**src/hdl/mont_pkg.sv**
```systemverilog
//====================================================================
// Montgomery multiplier package
// Widths, modulus constants and the arithmetic stage selector
//====================================================================
package mont_pkg;

  localparam int DAT_BITS    = 16;
  localparam int PROD_BITS   = 2 * DAT_BITS;
  localparam int CTL_BITS    = 8;
  localparam int REDUCE_BITS = 10;

  // Modulus and Montgomery constants, R = 2**REDUCE_BITS
  localparam logic [DAT_BITS-1:0] MOD_P       = 16'd251;
  // -P^-1 mod R, since 251 * 461 = 113 * 1024 - 1
  localparam logic [DAT_BITS-1:0] MONT_FACTOR = 16'd461;
  localparam logic [DAT_BITS-1:0] RED_MASK    = DAT_BITS'((1 << REDUCE_BITS) - 1);

  localparam int MULT_STAGES = 3;
  // At most eight items sit between the T write and the mP join
  localparam int FIFO_DEPTH  = 16;

  typedef enum logic {
    OP_ADD,
    OP_CSUB
  } addsub_op_t;

endpackage
```
**src/hdl/mont_mult_top.sv**
```systemverilog
//====================================================================
// Montgomery multiplier top level
// Sequencer wired to three multipliers, an adder and a subtractor
//====================================================================
`timescale 1ns/1ps

module mont_mult_top (
  input  logic                          i_clk,
  input  logic                          i_rst,
  input  logic                          i_val,
  input  logic [mont_pkg::DAT_BITS-1:0] i_a,
  input  logic [mont_pkg::DAT_BITS-1:0] i_b,
  input  logic [mont_pkg::CTL_BITS-1:0] i_ctl,
  output logic                          o_rdy,
  output logic                          o_val,
  output logic [mont_pkg::DAT_BITS-1:0] o_dat,
  output logic [mont_pkg::CTL_BITS-1:0] o_ctl,
  input  logic                          i_rdy
);
  import mont_pkg::*;

  // Requests from the sequencer
  logic                   m0_req_val, m1_req_val, m2_req_val, add_req_val, sub_req_val;
  logic                   m0_req_rdy, m1_req_rdy, m2_req_rdy, add_req_rdy, sub_req_rdy;
  logic [PROD_BITS-1:0]   m0_req_dat, m1_req_dat, m2_req_dat;
  logic [2*PROD_BITS-1:0] add_req_dat, sub_req_dat;
  logic [CTL_BITS-1:0]    m0_req_ctl, m1_req_ctl, m2_req_ctl, add_req_ctl, sub_req_ctl;
  // Responses back to it
  logic                   m0_rsp_val, m1_rsp_val, m2_rsp_val, add_rsp_val, sub_rsp_val;
  logic                   m0_rsp_rdy, m1_rsp_rdy, m2_rsp_rdy, add_rsp_rdy, sub_rsp_rdy;
  logic [PROD_BITS-1:0]   m0_rsp_dat, m1_rsp_dat, m2_rsp_dat, add_rsp_dat, sub_rsp_dat;
  logic [CTL_BITS-1:0]    m0_rsp_ctl, m1_rsp_ctl, m2_rsp_ctl, add_rsp_ctl, sub_rsp_ctl;

  montgomery_mult u_montgomery_mult (
    .i_clk      (i_clk),       .i_rst      (i_rst),
    .i_val      (i_val),       .i_dat      ({i_b, i_a}),
    .i_ctl      (i_ctl),       .o_rdy      (o_rdy),
    .o_val      (o_val),       .o_dat      (o_dat),
    .o_ctl      (o_ctl),       .i_rdy      (i_rdy),
    .o_mul0_val (m0_req_val),  .o_mul0_dat (m0_req_dat),
    .o_mul0_ctl (m0_req_ctl),  .i_mul0_rdy (m0_req_rdy),
    .o_mul1_val (m1_req_val),  .o_mul1_dat (m1_req_dat),
    .o_mul1_ctl (m1_req_ctl),  .i_mul1_rdy (m1_req_rdy),
    .o_mul2_val (m2_req_val),  .o_mul2_dat (m2_req_dat),
    .o_mul2_ctl (m2_req_ctl),  .i_mul2_rdy (m2_req_rdy),
    .o_add_val  (add_req_val), .o_add_dat  (add_req_dat),
    .o_add_ctl  (add_req_ctl), .i_add_rdy  (add_req_rdy),
    .o_sub_val  (sub_req_val), .o_sub_dat  (sub_req_dat),
    .o_sub_ctl  (sub_req_ctl), .i_sub_rdy  (sub_req_rdy),
    .i_mul0_val (m0_rsp_val),  .i_mul0_dat (m0_rsp_dat),
    .i_mul0_ctl (m0_rsp_ctl),  .o_mul0_rdy (m0_rsp_rdy),
    .i_mul1_val (m1_rsp_val),  .i_mul1_dat (m1_rsp_dat),
    .i_mul1_ctl (m1_rsp_ctl),  .o_mul1_rdy (m1_rsp_rdy),
    .i_mul2_val (m2_rsp_val),  .i_mul2_dat (m2_rsp_dat),
    .i_mul2_ctl (m2_rsp_ctl),  .o_mul2_rdy (m2_rsp_rdy),
    .i_add_val  (add_rsp_val), .i_add_dat  (add_rsp_dat),
    .i_add_ctl  (add_rsp_ctl), .o_add_rdy  (add_rsp_rdy),
    .i_sub_val  (sub_rsp_val), .i_sub_dat  (sub_rsp_dat),
    .i_sub_ctl  (sub_rsp_ctl), .o_sub_rdy  (sub_rsp_rdy)
  );

  // a*b = T
  stream_mult u_mul0 (
    .i_clk (i_clk),      .i_rst (i_rst),
    .i_val (m0_req_val), .i_dat (m0_req_dat), .i_ctl (m0_req_ctl), .o_rdy (m0_req_rdy),
    .o_val (m0_rsp_val), .o_dat (m0_rsp_dat), .o_ctl (m0_rsp_ctl), .i_rdy (m0_rsp_rdy)
  );

  // (T mod R) * factor = m
  stream_mult u_mul1 (
    .i_clk (i_clk),      .i_rst (i_rst),
    .i_val (m1_req_val), .i_dat (m1_req_dat), .i_ctl (m1_req_ctl), .o_rdy (m1_req_rdy),
    .o_val (m1_rsp_val), .o_dat (m1_rsp_dat), .o_ctl (m1_rsp_ctl), .i_rdy (m1_rsp_rdy)
  );

  // (m mod R) * P
  stream_mult u_mul2 (
    .i_clk (i_clk),      .i_rst (i_rst),
    .i_val (m2_req_val), .i_dat (m2_req_dat), .i_ctl (m2_req_ctl), .o_rdy (m2_req_rdy),
    .o_val (m2_rsp_val), .o_dat (m2_rsp_dat), .o_ctl (m2_rsp_ctl), .i_rdy (m2_rsp_rdy)
  );

  stream_addsub #(
    .OP (OP_ADD)
  ) u_add (
    .i_clk (i_clk),       .i_rst (i_rst),
    .i_val (add_req_val), .i_dat (add_req_dat), .i_ctl (add_req_ctl), .o_rdy (add_req_rdy),
    .o_val (add_rsp_val), .o_dat (add_rsp_dat), .o_ctl (add_rsp_ctl), .i_rdy (add_rsp_rdy)
  );

  stream_addsub #(
    .OP (OP_CSUB)
  ) u_csub (
    .i_clk (i_clk),       .i_rst (i_rst),
    .i_val (sub_req_val), .i_dat (sub_req_dat), .i_ctl (sub_req_ctl), .o_rdy (sub_req_rdy),
    .o_val (sub_rsp_val), .o_dat (sub_rsp_dat), .o_ctl (sub_rsp_ctl), .i_rdy (sub_rsp_rdy)
  );

endmodule

```
**src/hdl/montgomery_mult.sv**
```systemverilog
//====================================================================
// Montgomery multiplication sequencer
// Six registered stages computing a*b*R^-1 mod P with external units,
// T waits in a FIFO until mP comes back
//====================================================================
`timescale 1ns/1ps

module montgomery_mult (
  input  logic                             i_clk,
  input  logic                             i_rst,
  // Operand stream, {b, a}
  input  logic                             i_val,
  input  logic [mont_pkg::PROD_BITS-1:0]   i_dat,
  input  logic [mont_pkg::CTL_BITS-1:0]    i_ctl,
  output logic                             o_rdy,
  // Reduced result stream
  output logic                             o_val,
  output logic [mont_pkg::DAT_BITS-1:0]    o_dat,
  output logic [mont_pkg::CTL_BITS-1:0]    o_ctl,
  input  logic                             i_rdy,
  // Requests to the multipliers, adder and subtractor
  output logic                             o_mul0_val, o_mul1_val, o_mul2_val,
  output logic                             o_add_val, o_sub_val,
  output logic [mont_pkg::PROD_BITS-1:0]   o_mul0_dat, o_mul1_dat, o_mul2_dat,
  output logic [2*mont_pkg::PROD_BITS-1:0] o_add_dat, o_sub_dat,
  output logic [mont_pkg::CTL_BITS-1:0]    o_mul0_ctl, o_mul1_ctl, o_mul2_ctl,
  output logic [mont_pkg::CTL_BITS-1:0]    o_add_ctl, o_sub_ctl,
  input  logic                             i_mul0_rdy, i_mul1_rdy, i_mul2_rdy,
  input  logic                             i_add_rdy, i_sub_rdy,
  // Results returning from the units
  input  logic                             i_mul0_val, i_mul1_val, i_mul2_val,
  input  logic                             i_add_val, i_sub_val,
  input  logic [mont_pkg::PROD_BITS-1:0]   i_mul0_dat, i_mul1_dat, i_mul2_dat,
  input  logic [mont_pkg::PROD_BITS-1:0]   i_add_dat, i_sub_dat,
  input  logic [mont_pkg::CTL_BITS-1:0]    i_mul0_ctl, i_mul1_ctl, i_mul2_ctl,
  input  logic [mont_pkg::CTL_BITS-1:0]    i_add_ctl, i_sub_ctl,
  output logic                             o_mul0_rdy, o_mul1_rdy, o_mul2_rdy,
  output logic                             o_add_rdy, o_sub_rdy
);
  import mont_pkg::*;

  logic                 fifo_in_val;
  logic                 fifo_in_rdy;
  logic                 fifo_out_val;
  logic [PROD_BITS-1:0] fifo_out_dat;
  logic [CTL_BITS-1:0]  fifo_out_ctl;
  logic                 fifo_out_rdy;
  logic                 fifo_full;
  logic                 s2_free;
  logic                 s4_free;

  // Stage 1: operands to multiplier 0
  assign o_rdy = ~o_mul0_val || i_mul0_rdy;

  always_ff @(posedge i_clk) begin
    if (i_rst) begin
      o_mul0_val <= 1'b0;
    end else if (o_rdy) begin
      o_mul0_val <= i_val;
      o_mul0_dat <= i_dat;
      o_mul0_ctl <= i_ctl;
    end
  end

  // Stage 2: T mod R times factor, T itself into the FIFO
  assign s2_free     = ~o_mul1_val || i_mul1_rdy;
  assign o_mul0_rdy  = s2_free && fifo_in_rdy;
  assign fifo_in_val = i_mul0_val && s2_free;

  always_ff @(posedge i_clk) begin
    if (i_rst) begin
      o_mul1_val <= 1'b0;
    end else if (s2_free) begin
      o_mul1_val <= i_mul0_val && fifo_in_rdy;
      o_mul1_dat <= {MONT_FACTOR, i_mul0_dat[DAT_BITS-1:0] & RED_MASK};
      o_mul1_ctl <= i_mul0_ctl;
    end
  end

  // Stage 3: m mod R times P
  assign o_mul1_rdy = ~o_mul2_val || i_mul2_rdy;

  always_ff @(posedge i_clk) begin
    if (i_rst) begin
      o_mul2_val <= 1'b0;
    end else if (o_mul1_rdy) begin
      o_mul2_val <= i_mul1_val;
      o_mul2_dat <= {MOD_P, i_mul1_dat[DAT_BITS-1:0] & RED_MASK};
      o_mul2_ctl <= i_mul1_ctl;
    end
  end

  // Stage 4: join mP with the stored T
  assign s4_free      = ~o_add_val || i_add_rdy;
  assign o_mul2_rdy   = s4_free && fifo_out_val;
  assign fifo_out_rdy = s4_free && i_mul2_val;

  always_ff @(posedge i_clk) begin
    if (i_rst) begin
      o_add_val <= 1'b0;
    end else if (s4_free) begin
      o_add_val <= i_mul2_val && fifo_out_val;
      o_add_dat <= {fifo_out_dat, i_mul2_dat};
      o_add_ctl <= i_mul2_ctl;
    end
  end

  // Stage 5: divide by R, then compare against P
  assign o_add_rdy = ~o_sub_val || i_sub_rdy;

  always_ff @(posedge i_clk) begin
    if (i_rst) begin
      o_sub_val <= 1'b0;
    end else if (o_add_rdy) begin
      o_sub_val <= i_add_val;
      o_sub_dat <= {PROD_BITS'(MOD_P), i_add_dat >> REDUCE_BITS};
      o_sub_ctl <= i_add_ctl;
    end
  end

  // Stage 6: output register
  assign o_sub_rdy = ~o_val || i_rdy;

  always_ff @(posedge i_clk) begin
    if (i_rst) begin
      o_val <= 1'b0;
    end else if (o_sub_rdy) begin
      o_val <= i_sub_val;
      o_dat <= i_sub_dat[DAT_BITS-1:0];
      o_ctl <= i_sub_ctl;
    end
  end

  stream_fifo #(
    .DEPTH (FIFO_DEPTH)
  ) u_t_fifo (
    .i_clk  (i_clk),
    .i_rst  (i_rst),
    .i_val  (fifo_in_val),
    .i_dat  (i_mul0_dat),
    .i_ctl  (i_mul0_ctl),
    .o_rdy  (fifo_in_rdy),
    .o_val  (fifo_out_val),
    .o_dat  (fifo_out_dat),
    .o_ctl  (fifo_out_ctl),
    .i_rdy  (fifo_out_rdy),
    .o_full (fifo_full)
  );

  // mP meets the T stored for the same item
  assert property (@(posedge i_clk) disable iff (i_rst)
    i_mul2_val && fifo_out_val && s4_free |-> i_mul2_ctl == fifo_out_ctl);

  // Items between write and join never exceed the buffer
  assert property (@(posedge i_clk) disable iff (i_rst) !fifo_full);

endmodule

```
**src/hdl/stream_addsub.sv**
```systemverilog
//====================================================================
// Stream add / conditional subtract
// One registered stage: lo + hi, or lo - hi when lo is not below hi
//====================================================================
`timescale 1ns/1ps

module stream_addsub #(
  parameter mont_pkg::addsub_op_t OP = mont_pkg::OP_ADD
) (
  input  logic                             i_clk,
  input  logic                             i_rst,
  // Two operands packed as {hi, lo}
  input  logic                             i_val,
  input  logic [2*mont_pkg::PROD_BITS-1:0] i_dat,
  input  logic [mont_pkg::CTL_BITS-1:0]    i_ctl,
  output logic                             o_rdy,
  output logic                             o_val,
  output logic [mont_pkg::PROD_BITS-1:0]   o_dat,
  output logic [mont_pkg::CTL_BITS-1:0]    o_ctl,
  input  logic                             i_rdy
);
  import mont_pkg::*;

  logic [PROD_BITS-1:0] lo;
  logic [PROD_BITS-1:0] hi;
  logic [PROD_BITS-1:0] result;

  assign lo = i_dat[PROD_BITS-1:0];
  assign hi = i_dat[2*PROD_BITS-1:PROD_BITS];

  always_comb begin
    if (OP == OP_ADD) begin
      result = lo + hi;
    end else if (lo >= hi) begin
      result = lo - hi;
    end else begin
      result = lo;
    end
  end

  assign o_rdy = ~o_val || i_rdy;

  always_ff @(posedge i_clk) begin
    if (i_rst) begin
      o_val <= 1'b0;
    end else if (o_rdy) begin
      o_val <= i_val;
      o_dat <= result;
      o_ctl <= i_ctl;
    end
  end

endmodule

```
**src/hdl/stream_mult.sv**
```systemverilog
//====================================================================
// Stream multiplier
// Pipelined a*b over MULT_STAGES registers, tag travels alongside
//====================================================================
`timescale 1ns/1ps

module stream_mult (
  input  logic                           i_clk,
  input  logic                           i_rst,
  // Operands packed as {b, a}
  input  logic                           i_val,
  input  logic [mont_pkg::PROD_BITS-1:0] i_dat,
  input  logic [mont_pkg::CTL_BITS-1:0]  i_ctl,
  output logic                           o_rdy,
  output logic                           o_val,
  output logic [mont_pkg::PROD_BITS-1:0] o_dat,
  output logic [mont_pkg::CTL_BITS-1:0]  o_ctl,
  input  logic                           i_rdy
);
  import mont_pkg::*;

  localparam int HALF = DAT_BITS / 2;

  logic [MULT_STAGES-1:0]    val_q;
  logic [CTL_BITS-1:0]       ctl_q [MULT_STAGES];
  logic [DAT_BITS+HALF-1:0]  pp_lo_q;
  logic [DAT_BITS+HALF-1:0]  pp_hi_q;
  logic [PROD_BITS-1:0]      prod_q [1:MULT_STAGES-1];
  logic                      advance;

  // Whole pipe moves unless the last stage holds an untaken item
  assign advance = ~val_q[MULT_STAGES-1] || i_rdy;
  assign o_rdy   = advance;

  always_ff @(posedge i_clk) begin
    if (i_rst) begin
      val_q <= '0;
    end else if (advance) begin
      val_q <= {val_q[MULT_STAGES-2:0], i_val};
    end
  end

  always_ff @(posedge i_clk) begin
    if (advance) begin
      // a times the low and high bytes of b
      pp_lo_q   <= i_dat[DAT_BITS-1:0] * i_dat[DAT_BITS +: HALF];
      pp_hi_q   <= i_dat[DAT_BITS-1:0] * i_dat[DAT_BITS+HALF +: HALF];
      ctl_q[0]  <= i_ctl;
      prod_q[1] <= PROD_BITS'(pp_lo_q) + (PROD_BITS'(pp_hi_q) << HALF);
      for (int s = 1; s < MULT_STAGES; s++) begin
        ctl_q[s] <= ctl_q[s-1];
      end
      for (int s = 2; s < MULT_STAGES; s++) begin
        prod_q[s] <= prod_q[s-1];
      end
    end
  end

  assign o_val = val_q[MULT_STAGES-1];
  assign o_dat = prod_q[MULT_STAGES-1];
  assign o_ctl = ctl_q[MULT_STAGES-1];

  // Stalled product stays put until the sink takes it
  assert property (@(posedge i_clk) disable iff (i_rst)
    o_val && !i_rdy |=> o_val && $stable(o_dat) && $stable(o_ctl));

endmodule

```
**src/hdl/stream_fifo.sv**
```systemverilog
//====================================================================
// Stream FIFO
// Circular buffer with valid/ready on both sides that holds T and its tag
//====================================================================
`timescale 1ns/1ps

module stream_fifo #(
  parameter int DEPTH = 16
) (
  input  logic                           i_clk,
  input  logic                           i_rst,
  input  logic                           i_val,
  input  logic [mont_pkg::PROD_BITS-1:0] i_dat,
  input  logic [mont_pkg::CTL_BITS-1:0]  i_ctl,
  output logic                           o_rdy,
  output logic                           o_val,
  output logic [mont_pkg::PROD_BITS-1:0] o_dat,
  output logic [mont_pkg::CTL_BITS-1:0]  o_ctl,
  input  logic                           i_rdy,
  output logic                           o_full
);
  import mont_pkg::*;

  localparam int PTR_BITS = $clog2(DEPTH);
  localparam int CNT_BITS = $clog2(DEPTH + 1);

  logic [PROD_BITS-1:0] mem_dat [DEPTH];
  logic [CTL_BITS-1:0]  mem_ctl [DEPTH];
  logic [PTR_BITS-1:0]  wr_ptr_q;
  logic [PTR_BITS-1:0]  rd_ptr_q;
  logic [CNT_BITS-1:0]  count_q;
  logic                 wr_en;
  logic                 rd_en;

  assign o_full = (count_q == CNT_BITS'(DEPTH));
  assign o_rdy  = ~o_full;
  assign o_val  = (count_q != '0);
  // Head is read straight from the array
  assign o_dat  = mem_dat[rd_ptr_q];
  assign o_ctl  = mem_ctl[rd_ptr_q];
  assign wr_en  = i_val && o_rdy;
  assign rd_en  = o_val && i_rdy;

  always_ff @(posedge i_clk) begin
    if (wr_en) begin
      mem_dat[wr_ptr_q] <= i_dat;
      mem_ctl[wr_ptr_q] <= i_ctl;
    end
  end

  always_ff @(posedge i_clk) begin
    if (i_rst) begin
      wr_ptr_q <= '0;
      rd_ptr_q <= '0;
      count_q  <= '0;
    end else begin
      if (wr_en) begin
        wr_ptr_q <= (wr_ptr_q == PTR_BITS'(DEPTH - 1)) ? '0 : wr_ptr_q + 1'b1;
      end
      if (rd_en) begin
        rd_ptr_q <= (rd_ptr_q == PTR_BITS'(DEPTH - 1)) ? '0 : rd_ptr_q + 1'b1;
      end
      case ({wr_en, rd_en})
        2'b10:   count_q <= count_q + 1'b1;
        2'b01:   count_q <= count_q - 1'b1;
        default: count_q <= count_q;
      endcase
    end
  end

  // Pointers meet only when the buffer is empty or full
  assert property (@(posedge i_clk) disable iff (i_rst)
    (wr_ptr_q == rd_ptr_q) == (count_q == '0 || o_full));

endmodule

```
**config.mk**
```make
export PLATFORM = sky130hd
export DESIGN_NAME = mont_mult_top
export DESIGN_NICKNAME = d
export VERILOG_FILES = /design/src/hdl/mont_pkg.sv /design/src/hdl/mont_mult_top.sv /design/src/hdl/montgomery_mult.sv /design/src/hdl/stream_addsub.sv /design/src/hdl/stream_mult.sv /design/src/hdl/stream_fifo.sv
export SDC_FILE = /design/constraint.sdc
export NUM_CORES = 2
export LEC_CHECK = 0
export ABC_AREA = 1
export BUFFER_PORTS_ARGS = -buffer_cell sky130_fd_sc_hd__buf_2
export CAP_MARGIN = 40
export CORE_AREA = 4 4 211 419
export DETAILED_ROUTE_END_ITERATION = 10
export DIE_AREA = 0 0 215 423
export HOLD_SLACK_MARGIN = 0.05
export PLACE_DENSITY_LB_ADDON = 0.08
export SLEW_MARGIN = 20
export SYNTH_ARGS = -nofsm -noshare
export SYNTH_HDL_FRONTEND = slang
export SYNTH_SLANG_ARGS = --single-unit
```
**constraint.sdc**
```tcl
create_clock -name i_clk -period 5.5 [get_ports i_clk]
set_input_delay 1.1 -clock i_clk [delete_from_list [all_inputs] [get_ports i_clk]]
set_output_delay 1.1 -clock i_clk [all_outputs]
set_load 0.05 [all_outputs]
```
==> impl_results.md <==
* Syn_area_per_cell at 12.3 um^2
* Mean routed wirelength per cell at 19.9 um
* Pins Over Slew Limit at 0
* Hold depth at 0
* Root Driver: clkbuf_16
* Die area at 0.0909 mm^2
* Netlist cell types at 59
* Cell Rows at 152
* First-pass GRT wire length at 168000 um
* Share of cells above drive strength 1 at 7.33%
* Peak supply drop at 0.596 mV
* Yosys warning total at 0
* Syn nets at 4590
* Layout area overhead at 9.36%
* Synth Instances at 4130
* Final setup viols at 0
* Hold Buf Count CTS at 0
* Cell depth of the worst setup path at 20
* Post-synth top area share at 60.4%
* GRT Total Usage at 23.6%
* Multi-input logic area at 0.0166 mm^2
* Setup TNS at 0 ns
* CP Launch Type: register
* Post-route cell area at 0.0556 mm^2
* Chip width at 215 um
* GR Util met1 at 31.7%
* Prevailing post-synth register cell: edfxtp_1
* DRT antenna net count at 0
* Fin. Hold Viols at 0
* Post-synth ARST share at 0%
* Crit path cell chain: nand2_1 > fa_1 > fa_1 > inv_1 > fa_1 > inv_1 > fa_1 > inv_1 > ha_1 > a21oi_1 > a21boi_1 > inv_1 > nand2_1 > nand2_1 > nand2_1 > nand2_1 > nand2_1 > nand2_1 > nand2_1 > nand2_1
* Max-Cap Viols at 0
* Post-CTS Resized at 0
* Largest net degree at the start of global routing at 105
* PD cells at 533 mW/mm^2
* Via density per instance at 5.63
* Pleak at 22.7 nW
* Critical path data arrival time at 5.32 ns
* Die Y at 423 um
* WHS at 0.394 ns
* DRC at 0
* Sequential Area at 0.0313 mm^2
* Synthesized flop and latch total at 1052
* NumNets Final at 4636
* Clock Pin Slew Worst Setup and Hold Paths at 0.06 ns
* Cells after DPL at 5160
* FILL cells at 6319
* Top fanout value on the critical path at 16
* Hpwl dp at 68800 um
* Clock Skew at 0.0443 ns
* TritonCTS clock tree: built
* DP Area at 0.0525 mm^2
* RSZ-0062 raised after global routing: false
* Tcrit/Tclk final at 89.2%
* First-pass DRT Iterations at 6
* Post-CTS setup buffer count at 0
* Vias in the first global route at 30551
* Synth area leader: edfxtp_1
* GR Util met3 at 3.19%
* Crit path max-delay family: adder cells
* Minimum clock period at 4.91 ns
* Number of flops mapped to enable cells by yosys at 1022
* Clock sink count at 1052
* FF-to-FF setup slack at 0.59 ns
* First-iteration detailed-routing DRC count at 2598
* Initial core utilization at 59.5%
* CTS max path bufs at 3
* Met2 Use GR at 40.4%
* Total Wirelength at 106000 um
* IO Port Bufs at 69
* CP max stage delay at 0.84 ns
* Fin cells at 5323
* Pwr Total at 29.6 mW
* Gr busiest metal: met2
* Seq/Total Area, Yosys at 61.6%
* Hold Path Class: reg -> reg
* Crit path buf inv count at 4
* Worst-margin pin slew at 0.826 ns
* H-tree levels at 3
* Top-Level Pins at 70
* CP endpoint kind: register
* Most frequent cells in the layout: 1022 x edfxtp_1, 629 x inv_1, 569 x nand2_1
* Final GP Congestion at 0.883
* R2R depth at 20
* Max Clk Rate at 204 MHz
* Rel. slew slack at 44.9%
* Status: finished clean
* Grt ovf at 0
* Critical path type: reg -> reg
* CP required at 5.91 ns
* Antenna violations before repair at 4
* Critical path's slowest cell: edfxtp_1
* Largest cells by area after synthesis: edfxtp_1 60%, fa_1 8.5%, ha_1 4.9%
* Vias at 29942
* Post-Syn Area at 0.0508 mm^2
* Clock latency on the worst-skew pair at 0.69 ns
* CTS Buf Count at 90
* Most frequent CP cell: nand2_1
* Core area at 0.0854 mm^2
* Commonest non-fill, non-tap cell in the layout: edfxtp_1
[sequential cells by signal (all words and copies together), names as in the netlist, 32 cells and up]
register and count:
u_mul2.prod_q 36, u_mul0.prod_q 64, u_montgomery_mult.o_add_dat 50, u_montgomery_mult.o_mul0_dat 32
u_montgomery_mult.u_t_fifo.mem_dat 512
[cells by family after synthesis]
logic type,Yosys count,synth area share [%]
compound gates,523,6.46
mux,50,0.987
xor+xnor,117,2.02
simple gates,1172,9.46
buf+inv,800,6.09
fa+ha+maj,416,13.4
flops,1052,61.6
[per-stage QoR]
step	util (%)	worst slack, ns
after global placement	61.3	0.706
final	65.1	0.592
after CTS	65.1	0.607
after floorplan	-	0.785
after detailed placement	61.5	0.657
after global routing	65.1	0.273
[worst paths after layout]
kind	to	start
min reg2reg	u_mul0.prod_q[2][29]	u_mul0.prod_q[1][29]
min	u_mul0.prod_q[2][29]	u_mul0.prod_q[1][29]
max	u_mul0.pp_hi_q[18]	u_montgomery_mult.o_mul0_dat[5]
max reg2reg	u_mul0.pp_hi_q[18]	u_montgomery_mult.o_mul0_dat[5]
[cell type report]
type                    count  share of cell area [%]
flip-flops and latches   1052                    56.3
well taps                1078                    2.43
multi-input cells        2278                    29.9
clock buffers             106                    4.20
inverters                 635                    4.30
repair buffers            119                    1.67
diodes                      1                 0.00450
clock inverters            54                    1.24
[synthesized netlist by cell type (3+ instances only)]
library cell,instances
edfxtp_1,1022
inv_1,631
nand2_1,569
nor2_1,418
fa_1,216
ha_1,200
o21ai_0,189
a21oi_1,126
clkbuf_1,126
nand3_1,108
o32ai_1,79
xor2_1,73
mux2i_1,49
o221ai_1,49
xnor2_1,44
dfxtp_1,30
buf_2,25
nor3_1,22
nand4_1,19
o211ai_1,19
o21ai_1,13
a21o_1,10
nor4_1,8
a211oi_1,6
a31oi_1,6
buf_4,6
o21a_1,6
buf_6,5
o21bai_1,5
buf_1,3
nand2_2,3
nand3_2,3
nand3b_1,3
[routing by layer]
| metal | wire length [um] | vias to the layer above |
|---|---|---|
| li1 | - | 14110 |
| met1 | 43600 | 14795 |
| met2 | 52800 | 850 |
| met3 | 6180 | 181 |
| met4 | 3090 | 6 |
| met5 | 34 | - |
[power by group]
group	switching (mW)	internal, mW	leakage [nW]
logic	6.70	4.26	11.2
registers	0.987	11.2	10.1
clock network	2.87	3.63	1.44
total	10.6	19.1	22.7
[worst reg2reg max path: cells and delay by family, from the launching register on]
family / cells / cell delay, ns
buffers and inverters: 4 / 0.23
AOI/OAI and AO/OA: 2 / 0.48
and+or+nand+nor: 9 / 0.69
adders and majority gates: 5 / 2.38
DFF: 1 / 0.84
Power figures use the tool's default switching activity.
